==> src/design/pixel_readout_pkg.sv <==
// pixel readout shared definitions
// word layout, source identifiers, buffer depths and state encodings
`default_nettype none

package pixel_readout_pkg;

    // readout word: id[31:28], sequence counter[27:16], payload[15:0]
    localparam int WORD_W    = 32;
    localparam int ID_W      = 4;
    localparam int CNT_W     = 12;
    localparam int PAYLOAD_W = 16;

    localparam logic [ID_W-1:0] SR_ID  = 4'b0001;
    localparam logic [ID_W-1:0] TDC_ID = 4'b0100;

    localparam int SR_FIFO_DEPTH  = 8;
    localparam int TDC_FIFO_DEPTH = 4;

    // drop counter, saturates
    localparam int LOST_W = 8;

    typedef enum logic {
        TDC_IDLE,
        TDC_MEASURE
    } tdc_state_e;

    // last source served by the arbiter
    typedef enum logic {
        GRANT_SR,
        GRANT_TDC
    } grant_e;

endpackage

`default_nettype wire
==> src/design/word_src_if.sv <==
// word source interface
// carries one source's buffered words and drop pulses to the arbiter
`timescale 1ns/1ps
`default_nettype none

interface word_src_if;

    logic                                 empty;
    logic                                 read;
    logic [pixel_readout_pkg::WORD_W-1:0] data;
    logic                                 dropped;

    // fifo side
    modport source (
        output empty,
        output data,
        output dropped,
        input  read
    );

    // arbiter side
    modport sink (
        input  empty,
        input  data,
        input  dropped,
        output read
    );

endinterface

`default_nettype wire

==> src/design/pixel_readout.sv <==
// pixel readout top level
// shift-register capture and hit tdc feeding one merged output register
`timescale 1ns/1ps
`default_nettype none

module pixel_readout (
    input wire                                  bus_clk,
    input wire                                  rst_n,
    input wire                                  sdi,
    input wire                                  sen,
    input wire                                  hit_or,
    input wire                                  out_read,
    output wire                                 out_empty,
    output wire [pixel_readout_pkg::WORD_W-1:0] out_data,
    output wire [pixel_readout_pkg::LOST_W-1:0] lost_words
);

    word_src_if sr_if ();
    word_src_if tdc_if ();

    sr_capture i_sr_capture (
        .bus_clk(bus_clk),
        .rst_n  (rst_n),
        .sdi    (sdi),
        .sen    (sen),
        .src    (sr_if.source)
    );

    hit_tdc i_hit_tdc (
        .bus_clk(bus_clk),
        .rst_n  (rst_n),
        .hit_or (hit_or),
        .src    (tdc_if.source)
    );

    readout_arbiter i_readout_arbiter (
        .bus_clk   (bus_clk),
        .rst_n     (rst_n),
        .sr        (sr_if.sink),
        .tdc       (tdc_if.sink),
        .out_read  (out_read),
        .out_empty (out_empty),
        .out_data  (out_data),
        .lost_words(lost_words)
    );

endmodule

`default_nettype wire

==> src/design/readout_arbiter.sv <==
// readout arbiter
// merges the shift-register and tdc word streams round robin into a
// single output register and counts words dropped at the source fifos
`timescale 1ns/1ps
`default_nettype none

module readout_arbiter (
    input wire                                   bus_clk,
    input wire                                   rst_n,
    word_src_if.sink                             sr,
    word_src_if.sink                             tdc,
    input wire                                   out_read,
    output logic                                 out_empty,
    output logic [pixel_readout_pkg::WORD_W-1:0] out_data,
    output logic [pixel_readout_pkg::LOST_W-1:0] lost_words
);

    pixel_readout_pkg::grant_e             last_grant;
    logic                                  can_load;
    logic                                  sr_pend;
    logic                                  tdc_pend;
    logic [pixel_readout_pkg::LOST_W:0]    lost_sum;

    // register is free, or its word leaves this cycle
    assign can_load = out_empty || out_read;
    assign sr_pend  = !sr.empty;
    assign tdc_pend = !tdc.empty;

    assign lost_sum = {1'b0, lost_words}
                    + (pixel_readout_pkg::LOST_W + 1)'(sr.dropped)
                    + (pixel_readout_pkg::LOST_W + 1)'(tdc.dropped);

    always_comb begin
        sr.read  = 1'b0;
        tdc.read = 1'b0;
        if (can_load) begin
            if (sr_pend && tdc_pend) begin
                // both waiting, serve the other one
                if (last_grant == pixel_readout_pkg::GRANT_SR) begin
                    tdc.read = 1'b1;
                end else begin
                    sr.read = 1'b1;
                end
            end else if (sr_pend) begin
                sr.read = 1'b1;
            end else if (tdc_pend) begin
                tdc.read = 1'b1;
            end
        end
    end

    always_ff @(posedge bus_clk) begin
        if (sr.read) begin
            out_data <= sr.data;
        end else if (tdc.read) begin
            out_data <= tdc.data;
        end
    end

    always_ff @(posedge bus_clk) begin
        if (!rst_n) begin
            out_empty  <= 1'b1;
            last_grant <= pixel_readout_pkg::GRANT_TDC;
            lost_words <= '0;
        end else begin
            if (sr.read) begin
                out_empty  <= 1'b0;
                last_grant <= pixel_readout_pkg::GRANT_SR;
            end else if (tdc.read) begin
                out_empty  <= 1'b0;
                last_grant <= pixel_readout_pkg::GRANT_TDC;
            end else if (out_read) begin
                out_empty <= 1'b1;
            end
            // saturating drop count
            if (lost_sum[pixel_readout_pkg::LOST_W]) begin
                lost_words <= '1;
            end else begin
                lost_words <= lost_sum[pixel_readout_pkg::LOST_W-1:0];
            end
        end
    end

    a_one_grant: assert property (
        @(posedge bus_clk) disable iff (!rst_n) !(sr.read && tdc.read)
    );

endmodule

`default_nettype wire

==> src/design/hit_tdc.sv <==
// hit pulse width measurement
// counts the cycles hit_or is sampled high and emits one tagged word
// per hit carrying the hit counter and the saturated width
`timescale 1ns/1ps
`default_nettype none

module hit_tdc (
    input wire         bus_clk,
    input wire         rst_n,
    input wire         hit_or,
    word_src_if.source src
);

    pixel_readout_pkg::tdc_state_e           state;
    logic [pixel_readout_pkg::PAYLOAD_W-1:0] width;
    logic [pixel_readout_pkg::CNT_W-1:0]     hit_cnt;
    logic [pixel_readout_pkg::CNT_W-1:0]     cnt_now;
    logic                                    word_wr;
    logic [pixel_readout_pkg::WORD_W-1:0]    word_data;
    logic                                    wr_d;

    assign cnt_now = hit_cnt + pixel_readout_pkg::CNT_W'(wr_d && !src.dropped);

    always_ff @(posedge bus_clk) begin
        if (state == pixel_readout_pkg::TDC_IDLE) begin
            width <= pixel_readout_pkg::PAYLOAD_W'(1);
        end else if (hit_or && width != '1) begin
            width <= width + 1'b1;
        end
        if (state == pixel_readout_pkg::TDC_MEASURE && !hit_or) begin
            word_data <= {pixel_readout_pkg::TDC_ID, cnt_now, width};
        end
    end

    always_ff @(posedge bus_clk) begin
        if (!rst_n) begin
            state   <= pixel_readout_pkg::TDC_IDLE;
            word_wr <= 1'b0;
            hit_cnt <= '0;
            wr_d    <= 1'b0;
        end else begin
            wr_d    <= word_wr;
            hit_cnt <= cnt_now;
            word_wr <= 1'b0;
            case (state)
                pixel_readout_pkg::TDC_IDLE: begin
                    if (hit_or) begin
                        state <= pixel_readout_pkg::TDC_MEASURE;
                    end
                end
                pixel_readout_pkg::TDC_MEASURE: begin
                    // hit has ended
                    if (!hit_or) begin
                        state   <= pixel_readout_pkg::TDC_IDLE;
                        word_wr <= 1'b1;
                    end
                end
                default: state <= pixel_readout_pkg::TDC_IDLE;
            endcase
        end
    end

    word_fifo #(
        .DEPTH(pixel_readout_pkg::TDC_FIFO_DEPTH)
    ) i_tdc_fifo (
        .bus_clk(bus_clk),
        .rst_n  (rst_n),
        .wr     (word_wr),
        .wr_data(word_data),
        .src    (src)
    );

    a_width_monotonic: assert property (
        @(posedge bus_clk) disable iff (!rst_n)
        (state == pixel_readout_pkg::TDC_MEASURE && hit_or) |=> (width >= $past(width))
    );

endmodule

`default_nettype wire

==> src/design/sr_capture.sv <==
// pixel shift-register capture
// samples sdi while sen is high, msb first, and packs each 16-bit group
// into a word tagged with the shift-register id and a running counter
`timescale 1ns/1ps
`default_nettype none

module sr_capture (
    input wire         bus_clk,
    input wire         rst_n,
    input wire         sdi,
    input wire         sen,
    word_src_if.source src
);

    logic [pixel_readout_pkg::PAYLOAD_W-1:0] shift_reg;
    logic [3:0]                              bit_cnt;
    logic                                    word_wr;
    logic [pixel_readout_pkg::WORD_W-1:0]    word_data;
    logic [pixel_readout_pkg::CNT_W-1:0]     word_cnt;
    logic [pixel_readout_pkg::CNT_W-1:0]     cnt_now;
    logic                                    wr_d;

    // count a word once the fifo has shown it was not dropped
    assign cnt_now = word_cnt + pixel_readout_pkg::CNT_W'(wr_d && !src.dropped);

    always_ff @(posedge bus_clk) begin
        if (sen) begin
            shift_reg <= {shift_reg[pixel_readout_pkg::PAYLOAD_W-2:0], sdi};
        end
        if (sen && bit_cnt == 4'd15) begin
            word_data <= {pixel_readout_pkg::SR_ID, cnt_now,
                          shift_reg[pixel_readout_pkg::PAYLOAD_W-2:0], sdi};
        end
    end

    always_ff @(posedge bus_clk) begin
        if (!rst_n) begin
            bit_cnt  <= '0;
            word_wr  <= 1'b0;
            word_cnt <= '0;
            wr_d     <= 1'b0;
        end else begin
            wr_d     <= word_wr;
            word_cnt <= cnt_now;
            // 16th bit completes a word
            word_wr  <= sen && (bit_cnt == 4'd15);
            if (sen) begin
                bit_cnt <= bit_cnt + 1'b1;
            end else begin
                // partial group is thrown away
                bit_cnt <= '0;
            end
        end
    end

    word_fifo #(
        .DEPTH(pixel_readout_pkg::SR_FIFO_DEPTH)
    ) i_sr_fifo (
        .bus_clk(bus_clk),
        .rst_n  (rst_n),
        .wr     (word_wr),
        .wr_data(word_data),
        .src    (src)
    );

    a_frame_restart: assert property (
        @(posedge bus_clk) disable iff (!rst_n) !sen |=> (bit_cnt == '0)
    );

endmodule

`default_nettype wire

==> src/design/word_fifo.sv <==
// word fifo
// synchronous circular buffer for readout words, first-word fall-through;
// a write while full is discarded and flagged with a one-cycle drop pulse
`timescale 1ns/1ps
`default_nettype none

module word_fifo #(
    parameter int DEPTH = 8
) (
    input wire                                 bus_clk,
    input wire                                 rst_n,
    input wire                                 wr,
    input wire [pixel_readout_pkg::WORD_W-1:0] wr_data,
    word_src_if.source                         src
);

    localparam int PTR_W = (DEPTH > 1) ? $clog2(DEPTH) : 1;
    localparam int OCC_W = $clog2(DEPTH + 1);

    logic [pixel_readout_pkg::WORD_W-1:0] mem [DEPTH];
    logic [PTR_W-1:0]                     rd_ptr;
    logic [PTR_W-1:0]                     wr_ptr;
    logic [OCC_W-1:0]                     occ;
    logic                                 full;
    logic                                 push;
    logic                                 pop;
    logic                                 dropped_q;

    function automatic logic [PTR_W-1:0] ptr_inc(input logic [PTR_W-1:0] p);
        if (p == PTR_W'(DEPTH - 1)) begin
            return '0;
        end
        return p + 1'b1;
    endfunction

    assign full        = (occ == OCC_W'(DEPTH));
    assign push        = wr && !full;
    assign pop         = src.read && !src.empty;
    assign src.empty   = (occ == '0);
    assign src.data    = mem[rd_ptr];
    assign src.dropped = dropped_q;

    always_ff @(posedge bus_clk) begin
        if (push) begin
            mem[wr_ptr] <= wr_data;
        end
    end

    always_ff @(posedge bus_clk) begin
        if (!rst_n) begin
            rd_ptr    <= '0;
            wr_ptr    <= '0;
            occ       <= '0;
            dropped_q <= 1'b0;
        end else begin
            // full fifo keeps its contents, new word is lost
            dropped_q <= wr && full;
            if (push) begin
                wr_ptr <= ptr_inc(wr_ptr);
            end
            if (pop) begin
                rd_ptr <= ptr_inc(rd_ptr);
            end
            case ({push, pop})
                2'b10:   occ <= occ + 1'b1;
                2'b01:   occ <= occ - 1'b1;
                default: occ <= occ;
            endcase
        end
    end

    // the arbiter must only pop a word that is there
    a_no_read_when_empty: assert property (
        @(posedge bus_clk) disable iff (!rst_n) !(src.read && src.empty)
    );

endmodule

`default_nettype wire

==> config.mk <==
export PLATFORM = sky130hd
export DESIGN_NAME = pixel_readout
export DESIGN_NICKNAME = d
export VERILOG_FILES = /design/src/design/pixel_readout_pkg.sv /design/src/design/word_src_if.sv /design/src/design/pixel_readout.sv /design/src/design/readout_arbiter.sv /design/src/design/hit_tdc.sv /design/src/design/sr_capture.sv /design/src/design/word_fifo.sv
export SDC_FILE = /design/constraint.sdc
export NUM_CORES = 1
export LEC_CHECK = 0
export BUFFER_PORTS_ARGS = -buffer_cell sky130_fd_sc_hd__buf_2
export CAP_MARGIN = 5
export CORE_UTILIZATION = 55
export CTS_CLUSTER_DIAMETER = 100
export DETAILED_ROUTE_END_ITERATION = 8
export PLACE_DENSITY = 0.76
export SLEW_MARGIN = 30
export SYNTH_ARGS = -nofsm -noshare
export SYNTH_HDL_FRONTEND = slang
export SYNTH_HIERARCHICAL = 1
export SYNTH_SLANG_ARGS = --single-unit
==> constraint.sdc <==
create_clock -name bus_clk -period 6.2 [get_ports bus_clk]
set_clock_uncertainty 0.05 [all_clocks]
set_input_delay 0.31 -clock bus_clk [delete_from_list [all_inputs] [get_ports bus_clk]]
set_output_delay 0.31 -clock bus_clk [all_outputs]
set_load 0.01 [all_outputs]
Word-level counts from Yosys, hierarchy flattened

Memories as Yosys holds them, arrays and structs flattened. A register that Yosys moved wholly into a read port is not among the register bits.
Index checks and enable logic that the tools add are counted.

Register bits after elaboration: 181
Memory bits (writable): 336
Input port bits: 6
Output and inout bits: 41
Logic and storage cells: 129
Memories: 2

Add/subtract/negate cells: 14
Equality and inequality tests: 12
Multiplexer cells: 49
Reductions and logical operators: 28

Memories:

| memory                     | words | bits a word | read ports | clocked after Yosys merged registers in | write ports | line            | source |
|---|---|---|---|---|---|---|---|
| i_sr_capture.i_sr_fifo.mem | 8     | 28          | 1          | 1                                       | 1           | word_fifo.sv:20 | `logic [pixel_readout_pkg::WORD_W-1:0] mem [DEPTH];` |
| i_hit_tdc.i_tdc_fifo.mem   | 4     | 28          | 1          | 1                                       | 1           | word_fifo.sv:20 |  |

Operator list:

| operator              | number |
|---|---|
| $mux 32               | 2 |
| $mux 1                | 32 |
| $add 12x1->12         | 2 |
| $mux 3                | 6 |
| $add 16x1->16 const B | 1 |
| $ne 16x16->1 const B  | 1 |
| $logic_and 1x1->1     | 12 |
| $mux 2                | 6 |
| $add 3x1->3 const B   | 3 |
| $add 8x1->9           | 1 |
| $add 9x1->9           | 1 |
| $eq 3x3->1 const B    | 3 |
| $add 4x1->4 const B   | 2 |
| $eq 2x2->1 const B    | 4 |
| $eq 4x4->1 const B    | 2 |
| $mux 8                | 1 |
| $pmux 4 s2            | 1 |
| $logic_not 1->1       | 7 |
| $pmux 3 s2            | 1 |
| $reduce_bool 2->1     | 3 |
| $add 2x1->2 const B   | 2 |
| $eq 2x1->1 const B    | 2 |
| $logic_not 4->1       | 1 |
| $reduce_and 2->1      | 2 |
| other kinds (5)       | 5 |

Depth between registers and ports, before layout

Word-level depth: 11
Depth in mapped cells: 13
Depth with buffers taken out: 12

Modules after synthesis

Netlist, hierarchy kept.

Modules (own cells, without submodules):

| module                             | times used | cells an instance | area each (um^2) | seq. area each (um^2) |
|---|---|---|---|---|
| word_fifo (i_sr_capture.i_sr_fifo) | 1          | 454               | 10518.8          | 7967.6 |
| word_fifo (i_hit_tdc.i_tdc_fifo)   | 1          | 225               | 5172.5           | 4043.9 |
| hit_tdc                            | 1          | 190               | 2279.7           | 1461.4 |
| sr_capture                         | 1          | 132               | 2143.3           | 1651.6 |
| readout_arbiter                    | 1          | 116               | 1826.8           | 1161.1 |

Worst setup path before layout

Ideal clock, no wire load.

Path type: register -> register
Start point: register i_sr_capture.i_sr_fifo.occ[0]
End point: memory i_sr_capture/i_sr_fifo/mem[0][0] (netlist name) (enable)
Setup time: 501 ps
Data arrival time: 3944 ps
Data required time: 5649 ps
Path slack: 1704 ps
Stages on the path, launching flop included: 6
Path buffers: 2
Clock period less this slack: 4496 ps
Cell sequence: dfxtp_1 > buf_2 > nor3_1 > a21bo_1 > buf_2 > nor4_1

Word-level cells in the longest chain between the ends: 5

RTL lines:

| element                      | line            | source |
|---|---|---|
| from (decl)                  | word_fifo.sv:23 | `logic [OCC_W-1:0] occ;` |
| from (signal assigned)       | word_fifo.sv:65 | `2'b10: occ <= occ + 1'b1;` |
| from (signal assigned)       | word_fifo.sv:66 | `2'b01: occ <= occ - 1'b1;` |
| $eq 4x4->1                   | word_fifo.sv:36 | `assign full = (occ == OCC_W'(DEPTH));` |
| $logic_not 1->1              | word_fifo.sv:37 | `assign push = wr && !full;` |
| $logic_and 1x1->1            | word_fifo.sv:37 |  |
| $mux 1                       | word_fifo.sv:44 | `if (push) begin` |
| $mux 1 (not written as such) | word_fifo.sv:45 | `mem[wr_ptr] <= wr_data;` |
| to (decl)                    | word_fifo.sv:20 |  |

No other way between the ends.

Worst setup path in the final report

Start point: register i_hit_tdc.i_tdc_fifo.occ[0]
End point: register i_sr_capture.i_sr_fifo.occ[2]

Word-level cells in the longest chain between the ends: 8
Elaborated cells between the ends (all ways): 10
Classes of those cells: eq/ne (2); mux (3); reduce/logical (5)

RTL lines:

| element                                                | line                  | source |
|---|---|---|
| from (decl)                                            | word_fifo.sv:23       |  |
| from (signal assigned)                                 | word_fifo.sv:65       |  |
| from (signal assigned)                                 | word_fifo.sv:66       |  |
| $logic_not 3->1 *                                      | word_fifo.sv:39       | `assign src.empty = (occ == '0);` |
| via tdc_if.empty                                       | word_src_if.sv:8      | `logic empty;` |
| $logic_not 1->1 *                                      | readout_arbiter.sv:27 | `assign tdc_pend = !tdc.empty;` |
| $logic_and 1x1->1 *                                    | readout_arbiter.sv:37 | `if (sr_pend && tdc_pend) begin` |
| $mux 1 *                                               | readout_arbiter.sv:37 |  |
| $mux 1 *                                               | readout_arbiter.sv:36 | `if (can_load) begin` |
| via sr_if.read                                         | word_src_if.sv:9      | `logic read;` |
| $logic_and 1x1->1 *                                    | word_fifo.sv:38       | `assign pop = src.read && !src.empty;` |
| $eq 2x1->1 / $eq 2x2->1 (equally long branches)        | word_fifo.sv:64       | `case ({push, pop})` |
| $pmux 4 s2 / $reduce_bool 2->1 (equally long branches) | --                    |  |

The timed path passes the listed nets; every way through them passes the cells marked *.
A chain may end at the register's enable or synchronous reset.

==> results.toml <==
[detailed_routing]
via_count = 10300
drtAntennaViolNets = 0
firstDrtPassIters = 5
wl_per_cell_um = 21.7
drt_iter0_drc = 526
viasPerCell = 5.71
routed_wl_um = 39300
drc = 0

[clock_network]
htree_levels = 2
cts_tree = "built"
worstSkewPairLatency_ns = 0.57
clk_pin_slew_ns = 0.06
cts_root_buffer = "clkbuf_16"
cts.sinks = 570
cts_setup_buffers = 0
cts_inserted_buffers = 54
cts_buffer_depth = 3

[finish]
top_register = "i_sr_capture/i_sr_fifo/mem"
reg_top3 = "i_sr_capture/i_sr_fifo/mem x256, i_hit_tdc/i_tdc_fifo/mem x128, i_readout_arbiter/out_data x32"
insertedDiodeCount = 0
multi_input_area_um2 = 5540
drive_gt1_frac = 0.228
regArea_um2 = 16300
largest_reg_flops = 256
syn_to_final_growth_pct = 12.5
finalNetCount = 1275
fillCellCount = 2576

[setup_path]
critPathRequiredTime_ns = 6.64
cpLargestDelayFamily = "simple AND/OR/NAND/NOR gates"
cp.arrival_ns = 3.92
end_kind = "flip-flop"
crit_fanout = 33
crit_buf_inv = 2
critPathKind = "flip-flop to flip-flop"
r2r_cells = 13
crit_chain = "nor3_1 > nor2_1 > nor3_4 > buf_4 > o41ai_2 > inv_1 > ha_1 > xor2_1 > ha_1 > a21oi_1 > xor2_1 > or3_1 > a21boi_0"
r2r_slack_ns = 2.72
max_stage_delay_ns = 0.62
cp.depth = 13
cp-start-kind = "flip-flop"
cpMaxStageDelayCell = "nor3_1"

[die]
io_pins = 47
fp.dieW_um = 202
start_util = 0.562
coreArea_um2 = 39000
rows = 72
die_h_um = 202
dieArea_um2 = 40700

[grt]
grt_pass1_vias = 10700
grt_start_max_net_pins = 68
grt_usage = 0.198
grt_pass1_wl_um = 60700
overflow = 0
antenna_found_initial = 0

[sta]
fin_setup_tns_ns = 0
fmax_mhz = 287
rsz0062_at_grt = "no"
setup-violations-final = 0
min_period_ns = 3.48
report.final.slew_viol_count = 0
relSlewSlack = 0.428
worst_pin_slew_ns = 0.857
finalCritPeriodShare = 0.562
hold_violations = 0

[logic_synthesis]
yosysUniqueCellTypes = 64
synth_ff_type = "edfxtp_1"
synthArstFlopShare = 0
syn_inst = 1117
synth_area_um2 = 21900
ys_seq_elements = 570
synth_edf_count = 487
yosysWarnings = 6
ys_seq_area_frac = 0.742
synth.avg_cell_area_um2 = 19.6

[hold_path]
whs_path_depth = 2
hp-class = "input pin to flip-flop"

[power_and_ir_drop]
ir_worst_vdd_uv = 201
p_per_area_nw_per_um2 = 301
total_power_mw = 7.42
p_leak_nw = 8.25

[flow_run]
max-cap-violations = 0

[placed_design]
place.port_buffers = 46
gp_congestion = 0.801
hpwl_um = 22100

[outcome]
status = "complete, no violations"
==> cells in the final DEF, fill, tap and decap left out, drive strengths merged, types with 9 or more instances in the layout <==
cell type and instances:
xnor2 9, ha 22, clkbuf 71, inv 14
mux2 65, mux4 96, mux2i 10, dfxtp 83
o21ai 17, clkinv 23, and2 29, nor4 10
conb 48, nor2 22, a21oi 16, nand2b 10
nand2 43, nor3 22, xor2 18, nand3 26
buf 67, edfxtp 487
==> cell type report <==
class                      instances  share of cell area
timing repair buffer              68              0.0170
multi-input combinational        537               0.224
inverter                          14             0.00213
sequential                       570               0.660
clock inverter                    30              0.0111
clock buffer                      71              0.0590
tap                              518              0.0263
==> logic make-up (layout without fill, tap and decap cells) <==
group | after synthesis | count (layout) | share of synthesized area
xor gates and xnor gates | 27 | 27 | 0.0108
DFF | 570 | 570 | 0.742
muxes | 171 | 171 | 0.144
adders and majority gates | 24 | 24 | 0.0144
other | 4 | 48 | 0.000684
and+or+nand+nor | 202 | 202 | 0.0525
buffers and inverters | 54 | 183 | 0.0161
AOI/OAI and AO/OA | 65 | 65 | 0.0197
==> synth_stat cells, drive strengths merged (3+ instances only) <==
master	instances	area share
dfxtp	83	0.076
xor2	18	0.0072
nor3b	3	0.0010
or3	8	0.0023
nor2	22	0.0039
nor2b	7	0.0020
nand2	43	0.0075
mux4	96	0.11
or4	3	0.0010
xnor2	9	0.0036
clkbuf	9	0.0015
o41ai	4	0.0023
a31oi	4	0.0011
nand4	8	0.0026
conb	4	0.00068
nor3	22	0.0064
nand3	26	0.0072
o21a	5	0.0017
nand2b	10	0.0029
inv	13	0.0022
and3	5	0.0014
nor4	10	0.0035
edfxtp	487	0.67
a21oi	16	0.0036
o31ai	3	0.0010
ha	22	0.013
a21boi	6	0.0021
mux2	65	0.033
and2	29	0.0083
mux2i	10	0.0046
o21ai	17	0.0039
buf	31	0.012
==> per-stage QoR <==
| stage | cells | area, um2 | hold WS [ns] | util | worst slack [ns] |
|---|---|---|---|---|---|
| CTS | 1808 | 24700 | 0.0289 | 0.633 | 2.73 |
| floorplan | 1161 | 22100 | 0.350 | - | 1.70 |
| global route | 1808 | 24700 | 0.0469 | 0.633 | 2.34 |
| global placement | 1705 | 22900 | 0.354 | 0.587 | 2.70 |
| finish | 1808 | 24700 | 0.0526 | 0.633 | 2.72 |
| detailed placement | 1706 | 22900 | 0.362 | 0.588 | 2.79 |
==> per-layer routing <==
metal,vias up,part of all wire,GRT usage
li1,4702,-,-
met1,5280,0.41,0.263
met2,270,0.51,0.340
met3,71,0.052,0.0316
met4,0,0.024,0.0574
met5,-,0,0
==> final timing paths <==
| path | from | endpoint |
|---|---|---|
| worst max-delay path | i_hit_tdc/i_tdc_fifo/occ[0]$_SDFFE_PN0P_ | i_sr_capture/i_sr_fifo/occ[2]$_SDFFE_PN0P_ |
| worst max register to register | i_hit_tdc/i_tdc_fifo/occ[0]$_SDFFE_PN0P_ | i_sr_capture/i_sr_fifo/occ[2]$_SDFFE_PN0P_ |
| worst min-delay path | hit_or | i_hit_tdc/state$_SDFF_PN0_ |
| worst min register to register | i_sr_capture/shift_reg[14]$_DFFE_PP_ | i_sr_capture/word_data[15]$_DFFE_PP_ |
==> power breakdown <==
group	leakage [nW]	internal, mW	total (mW)	switching [mW]
Sequential	5.19	4.14	4.16	0.0156
Combinational	2.22	0.0225	0.0655	0.0430
Clock	0.849	1.86	3.19	1.33
Total	8.25	6.03	7.42	1.39
==> timing repair <==
action / 4_1_cts / 5_1_grt
hold endpoints to repair: 2 / 0
hold buffers: 1 / 0
resized for setup: 0 / 0
endpoints found under the setup margin: 0 / 0
No activity file was read; power rests on OpenSTA's default activity.
